**src/ace_snoop_config.svh**
```systemverilog
`ifndef ACE_SNOOP_CONFIG_SVH
`define ACE_SNOOP_CONFIG_SVH

// Initiators sharing the snooped cache
`define SNP_NUM_INP 4

// Channel widths
`define SNP_ADDR_W 32
`define SNP_DATA_W 32

// Outstanding snoops, bounded by the index queue
`define SNP_IDX_DEPTH 4

// Request buffer toward the cache
`define SNP_AC_DEPTH 2

`endif

```
**src/ace_snoop_pkg.sv**
```systemverilog
`default_nettype none

`include "ace_snoop_config.svh"

package ace_snoop_pkg;

    ////////////////////////////////////////////////////////////
    // Initiator index
    ////////////////////////////////////////////////////////////

    typedef logic [$clog2(`SNP_NUM_INP)-1:0] inp_idx_t;

    ////////////////////////////////////////////////////////////
    // ACE snoop channels
    ////////////////////////////////////////////////////////////

    // AC snoop address channel
    typedef struct packed {
        logic [`SNP_ADDR_W-1:0] addr;
        logic [3:0]             snoop;   // Snoop opcode
        logic [2:0]             prot;
    } ac_chan_t;

    // CR snoop response, flag order as on the ACE bus
    typedef struct packed {
        logic was_unique;
        logic is_shared;
        logic pass_dirty;
        logic error;
        logic data_transfer;  // CD burst follows
    } cr_chan_t;

    // CD snoop data beat
    typedef struct packed {
        logic [`SNP_DATA_W-1:0] data;
        logic                   last;
    } cd_chan_t;

endpackage

`default_nettype wire

```
**src/snoop_stream_fifo.sv**
```systemverilog
`timescale 1ns/100ps
`default_nettype none

`include "ace_snoop_config.svh"

module snoop_stream_fifo import ace_snoop_pkg::*; #(
    parameter type payload_t = logic
) (
    input  logic     clk_i,
    input  logic     rst_n_i,

    input  logic     valid_i,
    output logic     ready_o,
    input  payload_t data_i,

    output logic     valid_o,
    input  logic     ready_i,
    output payload_t data_o
);
    // Request buffer stays shallow, index queues bound the outstanding snoops
    localparam int unsigned DEPTH = ($bits(payload_t) == $bits(ac_chan_t)) ?
                                    `SNP_AC_DEPTH : `SNP_IDX_DEPTH;
    localparam int unsigned PTR_W = $clog2(DEPTH);
    localparam int unsigned CNT_W = $clog2(DEPTH + 1);

    payload_t         mem [DEPTH];
    logic [PTR_W-1:0] wr_ptr;
    logic [PTR_W-1:0] rd_ptr;
    logic [CNT_W-1:0] used;      // Ring plus output stage
    logic             out_valid;
    payload_t         out_data;

    logic push;
    logic pop;
    logic load_out;
    logic mem_empty;
    logic mem_rd;
    logic mem_wr;
    logic bypass;

    function automatic logic [PTR_W-1:0] ptr_inc(input logic [PTR_W-1:0] ptr);
        return (ptr == PTR_W'(DEPTH - 1)) ? '0 : ptr + 1'b1;
    endfunction

    assign ready_o   = (used != CNT_W'(DEPTH));
    assign push      = valid_i & ready_o;
    assign pop       = out_valid & ready_i;
    assign load_out  = ~out_valid | pop;      // Output stage free next cycle
    assign mem_empty = (rd_ptr == wr_ptr);    // Ring never fills, head sits in output
    assign mem_rd    = load_out & ~mem_empty;
    assign bypass    = load_out & mem_empty & push;
    assign mem_wr    = push & ~bypass;

    assign valid_o = out_valid;
    assign data_o  = out_data;

    always_ff @(posedge clk_i) begin
        if (!rst_n_i) begin
            wr_ptr    <= '0;
            rd_ptr    <= '0;
            used      <= '0;
            out_valid <= 1'b0;
        end else begin
            if (mem_wr) wr_ptr <= ptr_inc(wr_ptr);
            if (mem_rd) rd_ptr <= ptr_inc(rd_ptr);
            if (load_out) out_valid <= mem_rd | bypass;
            if (push && !pop) begin
                used <= used + 1'b1;
            end else if (pop && !push) begin
                used <= used - 1'b1;
            end
        end
    end

    always_ff @(posedge clk_i) begin
        if (mem_wr) mem[wr_ptr] <= data_i;
        if (mem_rd) begin
            out_data <= mem[rd_ptr];
        end else if (bypass) begin
            out_data <= data_i;   // Empty queue, straight to output
        end
    end

endmodule

`default_nettype wire

```
**config.mk**
```make
export PLATFORM = sky130hd
export DESIGN_NAME = snoop_stream_fifo
export DESIGN_NICKNAME = d
export VERILOG_FILES = /design/src/ace_snoop_pkg.sv /design/src/snoop_stream_fifo.sv
export VERILOG_INCLUDE_DIRS = /design/src
export SDC_FILE = /design/constraint.sdc
export NUM_CORES = 1
export LEC_CHECK = 0
export BUFFER_PORTS_ARGS = -buffer_cell sky130_fd_sc_hd__buf_4
export CAP_MARGIN = 20
export CORE_UTILIZATION = 55
export CTS_CLUSTER_DIAMETER = 200
export DETAILED_ROUTE_END_ITERATION = 6
export GPL_ROUTABILITY_DRIVEN = 0
export PLACE_DENSITY_LB_ADDON = 0.25
export SLEW_MARGIN = 20
export SYNTH_ARGS = -nofsm -noshare
export SYNTH_HDL_FRONTEND = slang
export SYNTH_SLANG_ARGS = --single-unit
```
**constraint.sdc**
```tcl
create_clock -name clk_i -period 6 [get_ports clk_i]
set_input_delay 0.3 -clock clk_i [delete_from_list [all_inputs] [get_ports clk_i]]
set_output_delay 0.3 -clock clk_i [all_outputs]
set_load 0.005 [all_outputs]
```
==> impl_metrics.json, run 1 <==
{
  "status": "complete, no violations",
  "rsz0062_at_grt": "false",
  "port_buffers": 7,
  "die_h_um": 38.9,
  "avgViaCountPerCell": 4.99,
  "clk_latency_ps": 270,
  "async_reset_ff_share_pct": 0,
  "nFillCells": 93,
  "p_clk_share_pct": 14.3,
  "synth-seq-cells": 15,
  "die_x_um": 38.9,
  "wire_per_inst_um": 11.8,
  "synth_seq_area_share_pct": 46.7,
  "grt_pass1_wl_um": 1780,
  "reg2reg_to": "used[2]",
  "rows": 12,
  "clock_sinks": 15,
  "drtIter0Drc": 8,
  "hp-start": "data_i",
  "cts_tree": "built",
  "power.leakage_nw": 0.373,
  "drv_slew": 0,
  "grt_max_degree": 10,
  "vias": 444,
  "fmax_ghz": 0.482,
  "critical_path_arrival_ps": 2290,
  "worstRegToRegCells": 9,
  "areaGrowthSynthToFinish_pct": 13.0,
  "skew_ps": 3.49,
  "final_cells": 89,
  "syn_inst": 64,
  "cp-end-kind": "flip-flop",
  "nets": 88,
  "period_needed_ps": 2080,
  "grt_overflow_total": 0,
  "initial_core_util_pct": 63.2,
  "grt_usage_pct": 17.7,
  "power_density_nw_per_um2": 460,
  "critPathLaunchType": "flip-flop",
  "ant_nets": 0,
  "worst_pin_slew_ps": 234,
  "stdcell_area_um2": 847,
  "cp.required_ps": 6210,
  "placedCellCount": 85,
  "placed_area_um2": 820,
  "slew_headroom_pct": 84.3,
  "dp_hpwl_um": 837,
  "core_um2": 1190,
  "dr.pass1.iters": 4,
  "setup_viol": 0,
  "grt_pass1_vias": 416,
  "path_clk_slew_ps": 90,
  "drc_errors": 0,
  "hold-path-cell-count": 1,
  "synth.distinct_cells": 22,
  "io_pins": 8,
  "timing.final.crit_share_pct": 34.6,
  "crit-reg2reg-launch": "used[0]",
  "grt_antenna_before_repair": 0,
  "worstHoldPathType": "in -> reg",
  "internal-power_mw": 0.253,
  "yosysWarnings": 0,
  "holdPathEnd": "mem[2]",
  "seqPwrFrac_pct": 42.1,
  "p_switching_mw": 0.136,
  "cap_viol_max_count": 0,
  "path_class": "reg -> reg",
  "ctsHtreeMaxLevel": 1,
  "fin_tns_setup_ps": 0,
  "final_hold_viol_count": 0,
  "final_layout_size_suffix_gt1_share_pct": 28.0,
  "cp_max_fo": 4,
  "cts_max_path_buffers": 2,
  "ir_drop_mv": 0.387,
  "syn_nets": 76,
  "yosys_most_used_dff": "dfxtp_1",
  "ctsResizeCount": 0,
  "synth_area_um2": 749,
  "wirelength_um": 1050,
  "cts_buffers": 3,
  "antenna_cells": 0,
  "dieArea_um2": 1510,
  "postCtsSetupRepairBufs": 0,
  "avgSynthCellArea_um2": 11.7,
  "p_sw_share_pct": 35.0,
  "comb_power_share_pct": 43.5,
  "cts-root-buf": "clkbuf_4",
  "reg2reg_setup_slack_ps": 3920,
  "cts_hold_buf": 0,
  "synth_edf_count": 5
}
## placed cells by master (no fill, tap or decap), types with 2 or more instances in the layout
master / n
or3_2: 2
a21oi_1: 2
xor2_1: 4
nor2_1: 5
and2_1: 4
buf_4: 7
ha_1: 6
mux2i_1: 5
clkbuf_4: 3
inv_1: 6
edfxtp_1: 5
dfxtp_1: 10
nand2_1: 4
## worst max path at each step
stage	start	endpoint	slack, ps
after floorplan	used[2]	used[2]	4040
after global placement	used[0]	used[2]	3980
after detailed placement	used[0]	used[2]	3940
after CTS	used[0]	used[2]	3910
after global routing	used[0]	used[2]	3770
final	used[0]	used[2]	3920
## power by group through the flow
stage / clock network (mW) / logic (mW) / registers [mW]
after floorplan: 0 / 0.136 / 0.162
after global placement: 0 / 0.168 / 0.166
after detailed placement: 0 / 0.170 / 0.168
after CTS: 0.0587 / 0.172 / 0.165
after global routing: 0.0631 / 0.187 / 0.169
final: 0.0557 / 0.170 / 0.164
## area by class of cell
cell class	count	area, um2	area share (%)
tap	14	17.5	2.07
clock buffer	3	22.5	2.66
timing repair buffer	7	52.6	6.20
clock inverter	1	5.00	0.591
sequential	15	350	41.4
inverter	6	22.5	2.66
multi-input combinational	43	377	44.5
## metrics by stage
step,setup WS [ps],utilization [%],power (mW),hold slack (ps)
3_5_place_dp,3940,69.1,0.338,480
6_report,3920,71.4,0.389,234
3_3_place_gp,3980,69.1,0.334,467
4_1_cts,3910,71.4,0.396,228
2_1_floorplan,4040,-,0.297,399
5_1_grt,3770,71.4,0.420,215
## cell families after synthesis
| family | synth area share (%) |
|---|---|
| simple gates | 14.9 |
| mux | 11.7 |
| flops | 46.7 |
| xor+xnor | 4.67 |
| fa+ha+maj | 12.7 |
| buf+inv | 3.00 |
| compound gates | 6.34 |
## per-layer routing
metal,up-vias,wire (um),global-route usage [%]
met5,-,0,0
met4,0,8,5.17
met3,2,25,6.94
met2,3,489,27.9
met1,204,525,22.3
li1,235,-,-
## critical path: stages, from the launching register on
cell,delay (ps)
dfxtp_1,400
or3b_4,170
nand2_4,70
inv_1,50
ha_1,180
inv_1,60
fa_1,370
xor2_1,160
or3_2,410
a21oi_1,140
## cell usage after synthesis (2+ instances only)
cell / instances / area, um2
xor2_1: 4 / 35.0
edfxtp_1: 5 / 150
mux2i_1: 5 / 50.1
nand2_1: 4 / 15.0
dfxtp_1: 10 / 200
inv_1: 6 / 22.5
nor2_1: 5 / 18.8
ha_1: 6 / 75.1
and2_1: 4 / 25.0
or3_2: 2 / 15.0
a21oi_1: 2 / 10.0
(Power assumes the default switching activity.)
==> run 2, diff against run 1 <==
Settings changed: ABC_AREA from default to 1, CORE_ASPECT_RATIO from default to 1.1, CORE_UTILIZATION 55 to 50.
Clock period 6 ns to 1.75 ns, I/O delays scaled along.
==> impl_metrics.json, run 2 <==
{
  "status": "complete, no violations",
  "ctsResizeCount": 0,
  "grt_pass1_vias": 565,
  "most-common-layout-cells": "nor2_1, nand2_1, inv_1",
  "port_buffers": 7,
  "yosysWarnings": 0,
  "reg2reg_to": "used[1]",
  "io_pins": 8,
  "clk_latency_ps": 270,
  "drtIter0Drc": 10,
  "crit_slowest_cell": "fa_2",
  "worstHoldPathType": "in -> reg",
  "ant_nets": 0,
  "drv_slew": 0,
  "cts_max_path_buffers": 2,
  "timing.final.crit_share_pct": 92.8,
  "async_reset_ff_share_pct": 0,
  "avgSynthCellArea_um2": 8.48,
  "ctsHtreeMaxLevel": 1,
  "worst_path_largest_cell_delay_ps": 430,
  "skew_ps": 1.14,
  "vias": 568,
  "yosys.area_share.adder_pct": 12.1,
  "worst_pin_slew_ps": 199,
  "cp-end-kind": "flip-flop",
  "syn_inst": 93,
  "fmax_ghz": 0.616,
  "mostFrequentLayoutCell": "nor2_1",
  "critical_path_arrival_ps": 1790,
  "synthTopCellsByArea": "dfxtp_1, edfxtp_1, ha_1",
  "synth-seq-cells": 15,
  "critPathLaunchType": "flip-flop",
  "die_x_um": 39.9,
  "clock_sinks": 15,
  "synth.most_common_cell": "nor2_1",
  "grt_overflow_total": 0,
  "dr.pass1.iters": 4,
  "antenna_cells": 0,
  "synth_compound_area_share_pct": 11.9,
  "cp_max_fo": 3,
  "yosys.area.top_type": "dfxtp_1",
  "postCtsSetupRepairBufs": 0,
  "final_cells": 121,
  "syn_nets": 105,
  "startpoint": "used[1]",
  "cp.required_ps": 1920,
  "nets": 118,
  "grt_max_degree": 9,
  "final_hold_viol_count": 0,
  "cts-root-buf": "clkbuf_4",
  "slew_headroom_pct": 86.7,
  "grt_pass1_wl_um": 2280,
  "synth_top_family_by_area": "simple AND/OR/NAND/NOR gates",
  "worstRegToRegCells": 7,
  "path_clk_slew_ps": 90,
  "crit-reg2reg-launch": "used[1]",
  "grt_usage_pct": 19.6,
  "hp-start": "data_i",
  "fin_tns_setup_ps": 0,
  "synth.top_cell.area_share_pct": 25.4,
  "cts_hold_buf": 0,
  "period_needed_ps": 1620,
  "drc_errors": 0,
  "synth_edf_count": 5,
  "rsz0062_at_grt": "false",
  "synth_xor_area_share_pct": 0,
  "dieArea_um2": 1740,
  "final_layout_size_suffix_gt1_share_pct": 24.8,
  "path_cells": "nor2_4 > a21boi_4 > ha_1 > inv_1 > fa_2 > o21ai_0 > a21oi_1",
  "yosys.area_share.simple_pct": 24.3,
  "synth.distinct_cells": 17,
  "cts_tree": "built",
  "synth_seq_area_share_pct": 44.4,
  "yosys_most_used_dff": "dfxtp_1",
  "cts_buffers": 3,
  "core_um2": 1420,
  "grt_antenna_before_repair": 0,
  "placedCellCount": 117,
  "synth_commonest_cells": "nor2_1, nand2_1, inv_1",
  "power.leakage_nw": 0.416,
  "synth_area_um2": 788,
  "die_h_um": 43.6,
  "setup_viol": 0,
  "dp_hpwl_um": 1020,
  "total_power_mw": 1.43,
  "muxShareOfSynthArea_pct": 0,
  "cp-endpoint": "used[1]",
  "avgViaCountPerCell": 4.69,
  "path_class": "reg -> reg",
  "power_density_nw_per_um2": 1570,
  "wire_per_inst_um": 10.9,
  "initial_core_util_pct": 55.6,
  "rows": 14,
  "ir_drop_mv": 0.975,
  "wirelength_um": 1310,
  "cap_viol_max_count": 0,
  "reg2reg_setup_slack_ps": 130,
  "areaGrowthSynthToFinish_pct": 15.7
}
run 2: cell types whose count changed after synthesis, sizes merged, moves of 4 or more:
cell	previous run	this run
nand2	5	20
nor2	6	19
inv	6	14
o21ai	1	8
mux2i	5	0
and2	4	0
xor2	4	0
run 2: logic make-up (layout without fill, tap and decap cells):
| kind of cell | after synthesis | count (layout) |
|---|---|---|
| buffers and inverters | 15 | 27 |
| AOI/OAI and AO/OA | 15 | 15 |
| DFF | 15 | 15 |
| and+or+nand+nor | 41 | 41 |
| adders and majority gates | 7 | 7 |
run 2: area by class of cell:
class	instances	area, um2
clock buffers	4	26.3
fillers	113	507
inverters	15	57.6
multi-input cells	63	390
flip-flops and latches	15	358
well taps	16	20.0
repair buffers	8	60.1
run 2: worst min path at each step:
stage                        end  slack [ps]  cells past startpoint
final                     mem[1]          20                      1
after global routing      mem[3]           2                      1
after CTS                 mem[2]          10                      1
after detailed placement  mem[2]         310                      1
after global placement    mem[3]         300                      1
after floorplan           mem[0]         190                      0
run 2: metrics by stage:
| stage | instance area [um2] | worst slack (ps) | util [%] | hold slack, ps |
|---|---|---|---|---|
| 2_1_floorplan | 788 | 34.6 | - | 186 |
| 3_3_place_gp | 868 | 88.5 | 61.2 | 299 |
| 3_5_place_dp | 868 | 23.4 | 61.2 | 306 |
| 6_report | 912 | 126 | 64.3 | 21.2 |
| 4_1_cts | 895 | 14.3 | 63.1 | 10.3 |
| 5_1_grt | 912 | 5.46 | 64.3 | 2.33 |
run 2: worst max-delay path: cells and delay by family, from the launching register on:
kind / cells / cell delay, ps
adder cells (fa/ha/maj): 2 / 620
AO/OA/AOI/OAI: 3 / 280
flip-flops: 1 / 370
AND/OR/NAND/NOR: 1 / 140
buffers and inverters: 1 / 100
run 2: report_power, final:
group	total, mW	switching, mW	internal (mW)
registers	0.598	0.107	0.491
clock network	0.195	0.107	0.0882
logic	0.638	0.373	0.265
total	1.43	0.587	0.844
run 2: layer usage:
metal  global-route usage, %  vias up  wire length (um)
li1                        -      315                 -
met1                    24.6      246               595
met2                    31.5        5               676
met3                    3.08        2                27
met4                    10.3        0                14
met5                       0        -                 0
