--- config.mk ---
export PLATFORM = sky130hd
export DESIGN_NAME = snoop_resp_route
export DESIGN_NICKNAME = d
export VERILOG_FILES = /design/src/ace_snoop_pkg.sv /design/src/snoop_resp_route.sv
export VERILOG_INCLUDE_DIRS = /design/src
export SDC_FILE = /design/constraint.sdc
export NUM_CORES = 1
export LEC_CHECK = 0
export BUFFER_PORTS_ARGS = -buffer_cell sky130_fd_sc_hd__buf_2
export CORE_AREA = 4 4 41 43
export DETAILED_ROUTE_END_ITERATION = 16
export DIE_AREA = 0 0 45 47
export PLACE_DENSITY = 0.56
export SLEW_MARGIN = 25
export SYNTH_ARGS = -nofsm -noshare
export SYNTH_HDL_FRONTEND = slang
export SYNTH_SLANG_ARGS = --single-unit
--- constraint.sdc ---
create_clock -name vclk -period 1.38
set_clock_uncertainty 0.15 [all_clocks]
set_input_delay 0.276 -clock vclk [all_inputs]
set_output_delay 0.276 -clock vclk [all_outputs]
set_load 0.02 [all_outputs]
--- src/ace_snoop_config.svh ---
`ifndef ACE_SNOOP_CONFIG_SVH
`define ACE_SNOOP_CONFIG_SVH

// Initiators sharing the snooped cache
`define SNP_NUM_INP 4

// Channel widths
`define SNP_ADDR_W 32
`define SNP_DATA_W 32

// Outstanding snoops, bounded by the index queue
`define SNP_IDX_DEPTH 4

// Request buffer toward the cache
`define SNP_AC_DEPTH 2

`endif

--- src/ace_snoop_pkg.sv ---
`default_nettype none

`include "ace_snoop_config.svh"

package ace_snoop_pkg;

    ////////////////////////////////////////////////////////////
    // Initiator index
    ////////////////////////////////////////////////////////////

    typedef logic [$clog2(`SNP_NUM_INP)-1:0] inp_idx_t;

    ////////////////////////////////////////////////////////////
    // ACE snoop channels
    ////////////////////////////////////////////////////////////

    // AC snoop address channel
    typedef struct packed {
        logic [`SNP_ADDR_W-1:0] addr;
        logic [3:0]             snoop;   // Snoop opcode
        logic [2:0]             prot;
    } ac_chan_t;

    // CR snoop response, flag order as on the ACE bus
    typedef struct packed {
        logic was_unique;
        logic is_shared;
        logic pass_dirty;
        logic error;
        logic data_transfer;  // CD burst follows
    } cr_chan_t;

    // CD snoop data beat
    typedef struct packed {
        logic [`SNP_DATA_W-1:0] data;
        logic                   last;
    } cd_chan_t;

endpackage

`default_nettype wire

--- src/snoop_resp_route.sv ---
`timescale 1ns/100ps
`default_nettype none

`include "ace_snoop_config.svh"

module snoop_resp_route import ace_snoop_pkg::*; (
    // Head of the issue order queue
    input  logic                         idx_valid_i,
    output logic                         idx_ready_o,
    input  inp_idx_t                     idx_i,

    // CR from the snooped cache
    input  logic                         oup_cr_valid_i,
    output logic                         oup_cr_ready_o,
    input  cr_chan_t                     oup_cr_chan_i,

    // CR toward the initiators
    output logic     [`SNP_NUM_INP-1:0] inp_cr_valids_o,
    input  logic     [`SNP_NUM_INP-1:0] inp_cr_readies_i,
    output cr_chan_t [`SNP_NUM_INP-1:0] inp_cr_chans_o,

    // Pending data index queue
    output logic                         dq_valid_o,
    input  logic                         dq_ready_i,
    output inp_idx_t                     dq_idx_o
);
    logic need_data;
    logic sel_ready;
    logic dq_room;
    logic fire;

    assign need_data = oup_cr_chan_i.data_transfer;
    assign sel_ready = inp_cr_readies_i[idx_i];
    assign dq_room   = ~need_data | dq_ready_i;   // Data queue only matters with data

    ////////////////////////////////////////////////////////////
    // Handshake
    ////////////////////////////////////////////////////////////

    assign fire = idx_valid_i & oup_cr_valid_i & sel_ready & dq_room;

    assign oup_cr_ready_o = idx_valid_i & sel_ready & dq_room;
    assign idx_ready_o    = fire;

    // Second branch of the fork, enabled by DataTransfer
    assign dq_valid_o = idx_valid_i & oup_cr_valid_i & need_data & sel_ready;
    assign dq_idx_o   = idx_i;

    ////////////////////////////////////////////////////////////
    // Demux to the issuing initiator
    ////////////////////////////////////////////////////////////

    always_comb begin
        inp_cr_valids_o        = '0;
        inp_cr_valids_o[idx_i] = idx_valid_i & oup_cr_valid_i & dq_room;
    end

    assign inp_cr_chans_o = {`SNP_NUM_INP{oup_cr_chan_i}};  // Valid picks the owner

endmodule

`default_nettype wire

==> run summary, run 1 <==
STATUS
--------------------------------------------------------------------------------
Status ............................................................ finished, violations left
Violated checks ................................................... negative setup slack

YOSYS
--------------------------------------------------------------------------------
Fraction of post-synthesis cell area in the top cell type by area .        63.2%
Number of synthesis warnings ......................................            0
Top cell types by occurrence after synthesis ...................... sky130_fd_sc_hd__buf_4, sky130_fd_sc_hd__nor4b_1
Avg Inst Size Synth ...............................................   8.17 sq um
Dominant cells by area after synthesis ............................ sky130_fd_sc_hd__buf_4, sky130_fd_sc_hd__mux4_2, sky130_fd_sc_hd__nor4b_1
Post-synthesis net count ..........................................           46
Register area share after synthesis ...............................           0%
Number of different library cells in the post-synthesis netlist ...           10
Most frequent cell after synthesis ................................ sky130_fd_sc_hd__buf_4
Synth Instances ...................................................           32
Cell type with the largest total area after synthesis ............. sky130_fd_sc_hd__buf_4
Summed instance area of the synthesized netlist ...................    262 sq um

STA
--------------------------------------------------------------------------------
Final max-slew violation count ....................................            0
Count of endpoints failing hold in the final timing report ........            0
Setup ws final ....................................................      -245 ps
Max frequency .....................................................      615 MHz
Relative slew slack ...............................................        87.7%
Fin crit share ....................................................         118%
Unrepaired setup endpoints after global routing ...................         true
Transition time at the pin with the least slew margin .............       184 ps
Hold Worst Slack ..................................................       402 ps
Setup-violating endpoint count in the final report ................            5
Sum of negative setup slack .......................................      -862 ps
Time the worst path needs with I/O delays and setup ...............      1620 ps

POWER AND IR DROP
--------------------------------------------------------------------------------
Worst IR Drop VDD .................................................    0.0504 mV
Portion of total power attributed to the clock network ............           0%
Power per unit of standard cell area ..............................  315 nW/um^2
Switching fraction of total power .................................        45.1%
Switching power summed over all nets ..............................      65.0 uW
Lkg Pwr ...........................................................     0.219 nW
Part of the power in registers ....................................           0%
Internal portion of total power ...................................      79.0 uW
Combinational fraction of design power ............................       100.0%

FINAL LAYOUT
--------------------------------------------------------------------------------
Clock buffers .....................................................            0
Antenna diodes ....................................................            0
Final instance area ...............................................    457 sq um
Net count reported at finish ......................................           58
Layout-stage area growth over the synthesis result ................        74.6%
Multi-input combinational cell area ...............................    184 sq um
Flip-flop and latch count .........................................            0
Fraction of final layout cells with drive strength greater than 1 .         100%
FILL cells ........................................................          131
Area occupied by registers ........................................      0 sq um
Fin cells .........................................................           57

CRITICAL PATH
--------------------------------------------------------------------------------
CP max-delay cell ................................................. sky130_fd_sc_hd__mux4_2
Crit path cell chain .............................................. buf_6 > mux4_2 > and3b_2 > buf_6
Kind of cell adding the most delay to the critical path ........... multiplexers
Worst Path Class, Setup ...........................................       in2out
Crit-path max cell delay ..........................................       500 ps
Maximum net fanout on the critical path ...........................            3
Buffer and inverter count on the worst path .......................            2
Crit start category ............................................... primary input
Endpoint kind of the worst setup timing path ...................... primary output
Critical Path RT ..................................................       950 ps
Signal arrival time at the worst endpoint .........................      1200 ps
Cell type with the highest occurrence count on the critical path .. sky130_fd_sc_hd__buf_6

DIE
--------------------------------------------------------------------------------
Number of top-level design ports ..................................           43
Die area ..........................................................   2120 sq um
Y dimension of the die ............................................        47 um
Floorplan die width ...............................................        45 um
Starting density of the core ......................................        20.1%
Floorplan row count ...............................................           13
Area of the core region ...........................................   1300 sq um

MIN PATH
--------------------------------------------------------------------------------
Tightest Hold Check Type ..........................................       in2out

FLOW RUN
--------------------------------------------------------------------------------
Number of max-cap violations ......................................            0

DRT
--------------------------------------------------------------------------------
Detailed router's first-iteration violation count .................            1
Final routed DRC violation total ..................................            0
Antenna-violating nets left .......................................            0
Mean number of vias per cell ......................................         3.91
First-pass DRT Iterations .........................................            2
Wirelength, routed ................................................       699 um
Average detailed-routed wire length per instance ..................      12.3 um
Vias after detailed routing .......................................          223

PLACEMENT
--------------------------------------------------------------------------------
Placer congestion estimate ........................................        0.655
Post-place setup slack ............................................      -292 ps
Count of buffers from port buffering ..............................           23
Sum of net half-perimeters after detailed placement ...............       524 um
Post-detailed-placement cell area .................................    312 sq um
Number of cells after detailed placement ..........................           55

GLOBAL ROUTING
--------------------------------------------------------------------------------
Number of antenna violations at the first check in global routing .            0
Wire length of the first global-routing pass ......................       931 um
GRT Overall Usage .................................................        5.67%
Global-route congestion overflow total ............................            0
Vias in the first global route ....................................          231
Pin count of the biggest net entering global routing ..............            6

CLOCK TREE
--------------------------------------------------------------------------------
Hold buffer count at CTS ..........................................            0

[cells by family after synthesis]
group | after synthesis | synth area share [%]
AND/OR/NAND/NOR | 9 | 28.2
buffers and inverters | 22 | 63.2
multiplexers | 1 | 8.61
[per-layer routing]
metal / GRT usage (%) / vias to the layer above / part of all wire (%)
met4: 1.17 / 0 / 0
met2: 11.0 / 18 / 50
li1: - / 109 / -
met5: 0 / - / 0
met1: 7.00 / 96 / 30
met3: 0 / 0 / 20
[power by group through the flow]
stage                     registers, mW  clock network, mW  logic (mW)
after CTS                             0                  0       0.126
after global routing                  0                  0       0.152
after floorplan                       0                  0       0.127
after global placement                0                  0      0.0980
after detailed placement              0                  0      0.0994
final                                 0                  0       0.144
[layout by cell type (no fill, tap or decap), drive strengths merged]
cell    netlist  routed
and3b         1       1
nand2         1       1
nor4b         2       2
and4          1       1
nor4bb        1       1
nor3b         1       1
buf          22      32
mux4          1       1
nor4          1       1
nor2b         1       1
[metrics by stage]
| stage | util (%) | power (mW) |
|---|---|---|
| after floorplan | - | 0.127 |
| after global placement | 23.9 | 0.0980 |
| after detailed placement | 23.9 | 0.0994 |
| after CTS | 30.8 | 0.126 |
| after global routing | 35.1 | 0.152 |
| final | 35.1 | 0.144 |
[path summary, 6_finish.rpt]
| kind | from | endpoint | cells past startpoint |
|---|---|---|---|
| worst max-delay path | idx_i[0] | oup_cr_ready_o | 4 |
| worst min-delay path | oup_cr_chan_i[2] | inp_cr_chans_o[12] | 0 |
[layout make-up]
cell class                      instances  area share (%)
Multi-Input combinational cell         10            40.3
Tap cell                               15            4.11
Timing Repair Buffer                   32            55.6
[timing repair]
item                                    4_1_cts  5_1_grt
pin swaps                                     5        4
buffers inserted                              1        1
gates resized for setup                      18       10
endpoints found under the setup margin        7        7
gates cloned                                  0        0
No activity file was read; power rests on OpenSTA's default activity.
==> inputs of run 2 (changes only) <==
Settings changed: CORE_AREA 4 4 41 43 to 2 2 39 41, DIE_AREA 0 0 45 47 to 0 0 41 43.
==> run summary, run 2 (synthesized netlist as in run 1, its figures left out) <==
STATUS
--------------------------------------------------------------------------------
Status ............................................................ finished, violations left
Violated checks ................................................... negative setup slack

PLACEMENT
--------------------------------------------------------------------------------
Sum of net half-perimeters after detailed placement ...............       441 um   -16%
Post-detailed-placement cell area .................................    320 sq um   +2.8%
Count of buffers from port buffering ..............................           23   unchanged
Placer congestion estimate ........................................        0.527   -19%

GLOBAL ROUTING
--------------------------------------------------------------------------------
GRT Overall Usage .................................................        6.00%   +0.33 points
Number of antenna violations at the first check in global routing .            0   unchanged
Wire length of the first global-routing pass ......................       793 um   -15%
Vias in the first global route ....................................          208   -10%
Pin count of the biggest net entering global routing ..............            6   unchanged
Global-route congestion overflow total ............................            0   unchanged

DIE
--------------------------------------------------------------------------------
Y dimension of the die ............................................        43 um   -8.5%
Number of top-level design ports ..................................           43   unchanged
Floorplan row count ...............................................           14   +1
Area of the core region ...........................................   1380 sq um   +6.3%
Floorplan die width ...............................................        41 um   -8.9%
Starting density of the core ......................................        18.9%   -1.2 points
Die area ..........................................................   1760 sq um   -17%

CLOCK TREE
--------------------------------------------------------------------------------
Hold buffer count at CTS ..........................................            0   unchanged

DRT
--------------------------------------------------------------------------------
Antenna-violating nets left .......................................            0   unchanged
Vias after detailed routing .......................................          227   +1.8%
Mean number of vias per cell ......................................         3.98   +1.8%
First-pass DRT Iterations .........................................            1   -1
Detailed router's first-iteration violation count .................            0   -1
Wirelength, routed ................................................       618 um   -12%
Final routed DRC violation total ..................................            0   unchanged
Average detailed-routed wire length per instance ..................      10.8 um   -12%

STA
--------------------------------------------------------------------------------
Setup-violating endpoint count in the final report ................            5   unchanged
Relative slew slack ...............................................        87.1%   -0.57 points
Count of endpoints failing hold in the final timing report ........            0   unchanged
Fin crit share ....................................................         117%   -0.36 points
Transition time at the pin with the least slew margin .............       193 ps   +9.07 ps
Unrepaired setup endpoints after global routing ...................         true
Final max-slew violation count ....................................            0   unchanged
Max frequency .....................................................      617 MHz   +0.30%
Time the worst path needs with I/O delays and setup ...............      1620 ps   -4.91 ps
Setup ws final ....................................................      -240 ps   +4.91 ps
Sum of negative setup slack .......................................      -818 ps   +43.4 ps

FINAL LAYOUT
--------------------------------------------------------------------------------
Flip-flop and latch count .........................................            0   unchanged
Net count reported at finish ......................................           57   -1.7%
Fraction of final layout cells with drive strength greater than 1 .         100%   unchanged
Area occupied by registers ........................................      0 sq um   unchanged
Most frequent cells in the layout ................................. sky130_fd_sc_hd__buf_2, sky130_fd_sc_hd__buf_4, sky130_fd_sc_hd__buf_6
Clock buffers .....................................................            0   unchanged
Final instance area ...............................................    422 sq um   -7.7%
Layout-stage area growth over the synthesis result ................        61.2%
Most common cell after layout, fill and taps aside ................ sky130_fd_sc_hd__buf_2
Antenna diodes ....................................................            0   unchanged

CRITICAL PATH
--------------------------------------------------------------------------------
Maximum net fanout on the critical path ...........................            3   unchanged
Signal arrival time at the worst endpoint .........................      1190 ps   about the same
CP max-delay cell ................................................. sky130_fd_sc_hd__mux4_2
Crit path cell chain .............................................. buf_6 > mux4_2 > and3b_2 > buf_6
Critical Path RT ..................................................       950 ps   about the same
Cell type with the highest occurrence count on the critical path .. sky130_fd_sc_hd__buf_6
Endpoint kind of the worst setup timing path ...................... primary output
Crit start category ............................................... primary input
Buffer and inverter count on the worst path .......................            2   unchanged
Kind of cell adding the most delay to the critical path ........... multiplexers
Worst Path Class, Setup ...........................................       in2out
Crit-path max cell delay ..........................................       500 ps   about the same
Total number of cells along the worst setup path ..................            4   unchanged

MIN PATH
--------------------------------------------------------------------------------
Tightest Hold Check Type ..........................................       in2out
Worst hold path cell count ........................................            0   unchanged

POWER AND IR DROP
--------------------------------------------------------------------------------
Worst IR Drop VDD .................................................    0.0456 mV   -9.6%
Lkg Pwr ...........................................................     0.210 nW   -4.2%
Total power of the final layout ...................................       131 uW   -8.9%
Power per unit of standard cell area ..............................  311 nW/um^2   -1.4%

FLOW RUN
--------------------------------------------------------------------------------
Number of max-cap violations ......................................            0   unchanged

## run 2: cell count changes in the layout (fill, tap and decap cells not counted), sizes merged
cell and delta:
buf -1
## run 2: timing repair
item | 4_1_cts | 5_1_grt
setup endpoints to repair | 7 | 7
hold endpoints to repair | 0 | 0
gates resized for setup | 16 | 6
pin swaps | 2 | 4
setup buffers | 0 | 0
## run 2: power breakdown
part / leakage (nW) / internal (mW) / total [mW] / switching, mW
Sequential: 0 / 0 / 0 / 0
Clock: 0 / 0 / 0 / 0
Combinational: 0.210 / 0.0701 / 0.131 / 0.0610
Total: 0.210 / 0.0701 / 0.131 / 0.0610
## run 2: final cells by class
| cell class | count | area, sq um |
|---|---|---|
| Timing Repair Buffer | 31 | 226 |
| Fill cell | 152 | 962 |
| Tap cell | 16 | 20.0 |
| Multi-Input combinational cell | 10 | 175 |
## run 2: worst paths after layout
kind        startpoint                  to  slack (ps)
min   oup_cr_chan_i[2]  inp_cr_chans_o[17]         400
max           idx_i[0]      oup_cr_ready_o        -240
## run 2: through the flow
step           setup slack (ps)  instances  utilization [%]  hold slack (ps)
4_1_cts                    -258         57             28.1              402
5_1_grt                    -256         57             30.5              402
6_report                   -240         57             30.5              402
3_3_place_gp               -283         57             23.1              402
3_5_place_dp               -292         57             23.1              402
2_1_floorplan             -72.7         32                -              454
## run 2: per-layer routing
layer  vias up  GRT usage [%]  wire [um]
met5         -              0          0
met4         0           1.33          0
met3         0           1.57        108
met2        15           12.2        367
met1       105           5.08        142
li1        107              -          -
==> inputs of run 3 (changes only) <==
Settings changed: MAX_ROUTING_LAYER set to met4.
==> run summary, run 3 (synthesized netlist as in run 1, its figures left out) <==
POWER AND IR DROP
--------------------------------------------------------------------------------
Switching fraction of total power .................................        46.5%   about the same
Lkg Pwr ...........................................................     0.210 nW   unchanged
Total power of the final layout ...................................       131 uW   about the same
Internal portion of total power ...................................      70.1 uW   about the same
Power per unit of standard cell area ..............................  311 nW/um^2   about the same
Portion of total power attributed to the clock network ............           0%   unchanged
Part of the power in registers ....................................           0%   unchanged
Worst IR Drop VDD .................................................    0.0456 mV   about the same
Combinational fraction of design power ............................       100.0%   about the same
Switching power summed over all nets ..............................      61.0 uW   about the same

CRITICAL PATH
--------------------------------------------------------------------------------
Maximum net fanout on the critical path ...........................            3   unchanged
Endpoint kind of the worst setup timing path ...................... primary output
Crit start category ............................................... primary input
Critical Path RT ..................................................       950 ps   about the same
Worst Path Class, Setup ...........................................       in2out
Signal arrival time at the worst endpoint .........................      1190 ps   about the same

STA
--------------------------------------------------------------------------------
Setup ws final ....................................................      -240 ps   unchanged
Relative slew slack ...............................................        87.1%   unchanged
Fin crit share ....................................................         117%   unchanged
Max frequency .....................................................      617 MHz   unchanged
Count of endpoints failing hold in the final timing report ........            0   unchanged
Time the worst path needs with I/O delays and setup ...............      1620 ps   unchanged
Unrepaired setup endpoints after global routing ...................         true
Setup-violating endpoint count in the final report ................            5   unchanged
Transition time at the pin with the least slew margin .............       193 ps   unchanged
Final max-slew violation count ....................................            0   unchanged

DIE
--------------------------------------------------------------------------------
Starting density of the core ......................................        18.9%   unchanged
Floorplan die width ...............................................        41 um   unchanged
Die area ..........................................................   1760 sq um   unchanged
Number of top-level design ports ..................................           43   unchanged
Area of the core region ...........................................   1380 sq um   unchanged
Y dimension of the die ............................................        43 um   unchanged
Floorplan row count ...............................................           14   unchanged

DRT
--------------------------------------------------------------------------------
Mean number of vias per cell ......................................         3.98   unchanged
Vias after detailed routing .......................................          227   unchanged
Average detailed-routed wire length per instance ..................      10.8 um   unchanged
First-pass DRT Iterations .........................................            1   unchanged
Antenna-violating nets left .......................................            0   unchanged
Final routed DRC violation total ..................................            0   unchanged
Wirelength, routed ................................................       618 um   unchanged
Detailed router's first-iteration violation count .................            0   unchanged

GLOBAL ROUTING
--------------------------------------------------------------------------------
GRT Overall Usage .................................................        6.15%   +0.15 points
Global-route congestion overflow total ............................            0   unchanged
Wire length of the first global-routing pass ......................       793 um   unchanged
Vias in the first global route ....................................          208   unchanged
Number of antenna violations at the first check in global routing .            0   unchanged
Pin count of the biggest net entering global routing ..............            6   unchanged

FINAL LAYOUT
--------------------------------------------------------------------------------
Antenna diodes ....................................................            0   unchanged
Net count reported at finish ......................................           57   unchanged
Most common cell after layout, fill and taps aside ................ sky130_fd_sc_hd__buf_2
Layout-stage area growth over the synthesis result ................        61.2%   unchanged
Clock buffers .....................................................            0   unchanged
Most frequent cells in the layout ................................. sky130_fd_sc_hd__buf_2, sky130_fd_sc_hd__buf_4, sky130_fd_sc_hd__buf_6
Fraction of final layout cells with drive strength greater than 1 .         100%   unchanged
Flip-flop and latch count .........................................            0   unchanged
FILL cells ........................................................          152   unchanged
Area occupied by registers ........................................      0 sq um   unchanged

STATUS
--------------------------------------------------------------------------------
Status ............................................................ finished, violations left
Violated checks ................................................... negative setup slack

CLOCK TREE
--------------------------------------------------------------------------------
Buffer count from post-CTS setup fixing ...........................            0   unchanged

PLACEMENT
--------------------------------------------------------------------------------
Placer congestion estimate ........................................        0.529   +0.21%
Sum of net half-perimeters after detailed placement ...............       441 um   unchanged
Count of buffers from port buffering ..............................           23   unchanged
Post-place setup slack ............................................      -292 ps   unchanged

FLOW RUN
--------------------------------------------------------------------------------
Number of max-cap violations ......................................            0   unchanged

MIN PATH
--------------------------------------------------------------------------------
Tightest Hold Check Type ..........................................       in2out

[run 3: cell counts in the layout (fill, tap and decap cells not counted)]
No cell type changed its count.
[run 3: final timing paths]
kind / startpoint / end / slack (ps) / cells past startpoint
worst min-delay path: oup_cr_chan_i[2] / inp_cr_chans_o[17] / 400 / 0
worst max-delay path: idx_i[0] / oup_cr_ready_o / -240 / 4
[run 3: worst max-delay path, cell delays in order]
cell and delay (ps):
sky130_fd_sc_hd__buf_6 70, sky130_fd_sc_hd__mux4_2 500, sky130_fd_sc_hd__and3b_2 220, sky130_fd_sc_hd__buf_6 130
[run 3: power groups by stage]
stage          Sequential [mW]  Combinational (mW)  Clock (mW)
3_3_place_gp                 0              0.0997           0
4_1_cts                      0               0.121           0
6_report                     0               0.131           0
3_5_place_dp                 0               0.100           0
5_1_grt                      0               0.141           0
2_1_floorplan                0               0.127           0
[run 3: final cells by class]
cell class                 instances  area [sq um]  area share (%)
tap                               16          20.0            4.75
timing repair buffer              31           226            53.7
multi-input combinational         10           175            41.5
[run 3: routing by layer]
metal,wire length (um),track usage [%],vias to the layer above
met5,0,-,-
met4,0,1.33,0
met3,94,0.524,0
met2,367,12.2,15
met1,156,5.71,105
li1,-,-,107
[run 3: stage by stage]
step	TNS (ps)	area, sq um	utilization [%]	hold slack, ps	std cells
CTS	-895	389	28.1	402	57
global route	-1010	422	30.5	402	57
finish	-818	422	30.5	402	57
floorplan	-197	290	-	454	32
detailed placement	-1300	320	23.1	402	57
global placement	-1290	320	23.1	402	57
[run 3: timing repair]
action | in CTS | in global routing
setup endpoints to repair | 7 | 7
hold buffers | 0 | 0
cloned | 0 | 0
pin swaps | 2 | 4
resized for setup | 16 | 6
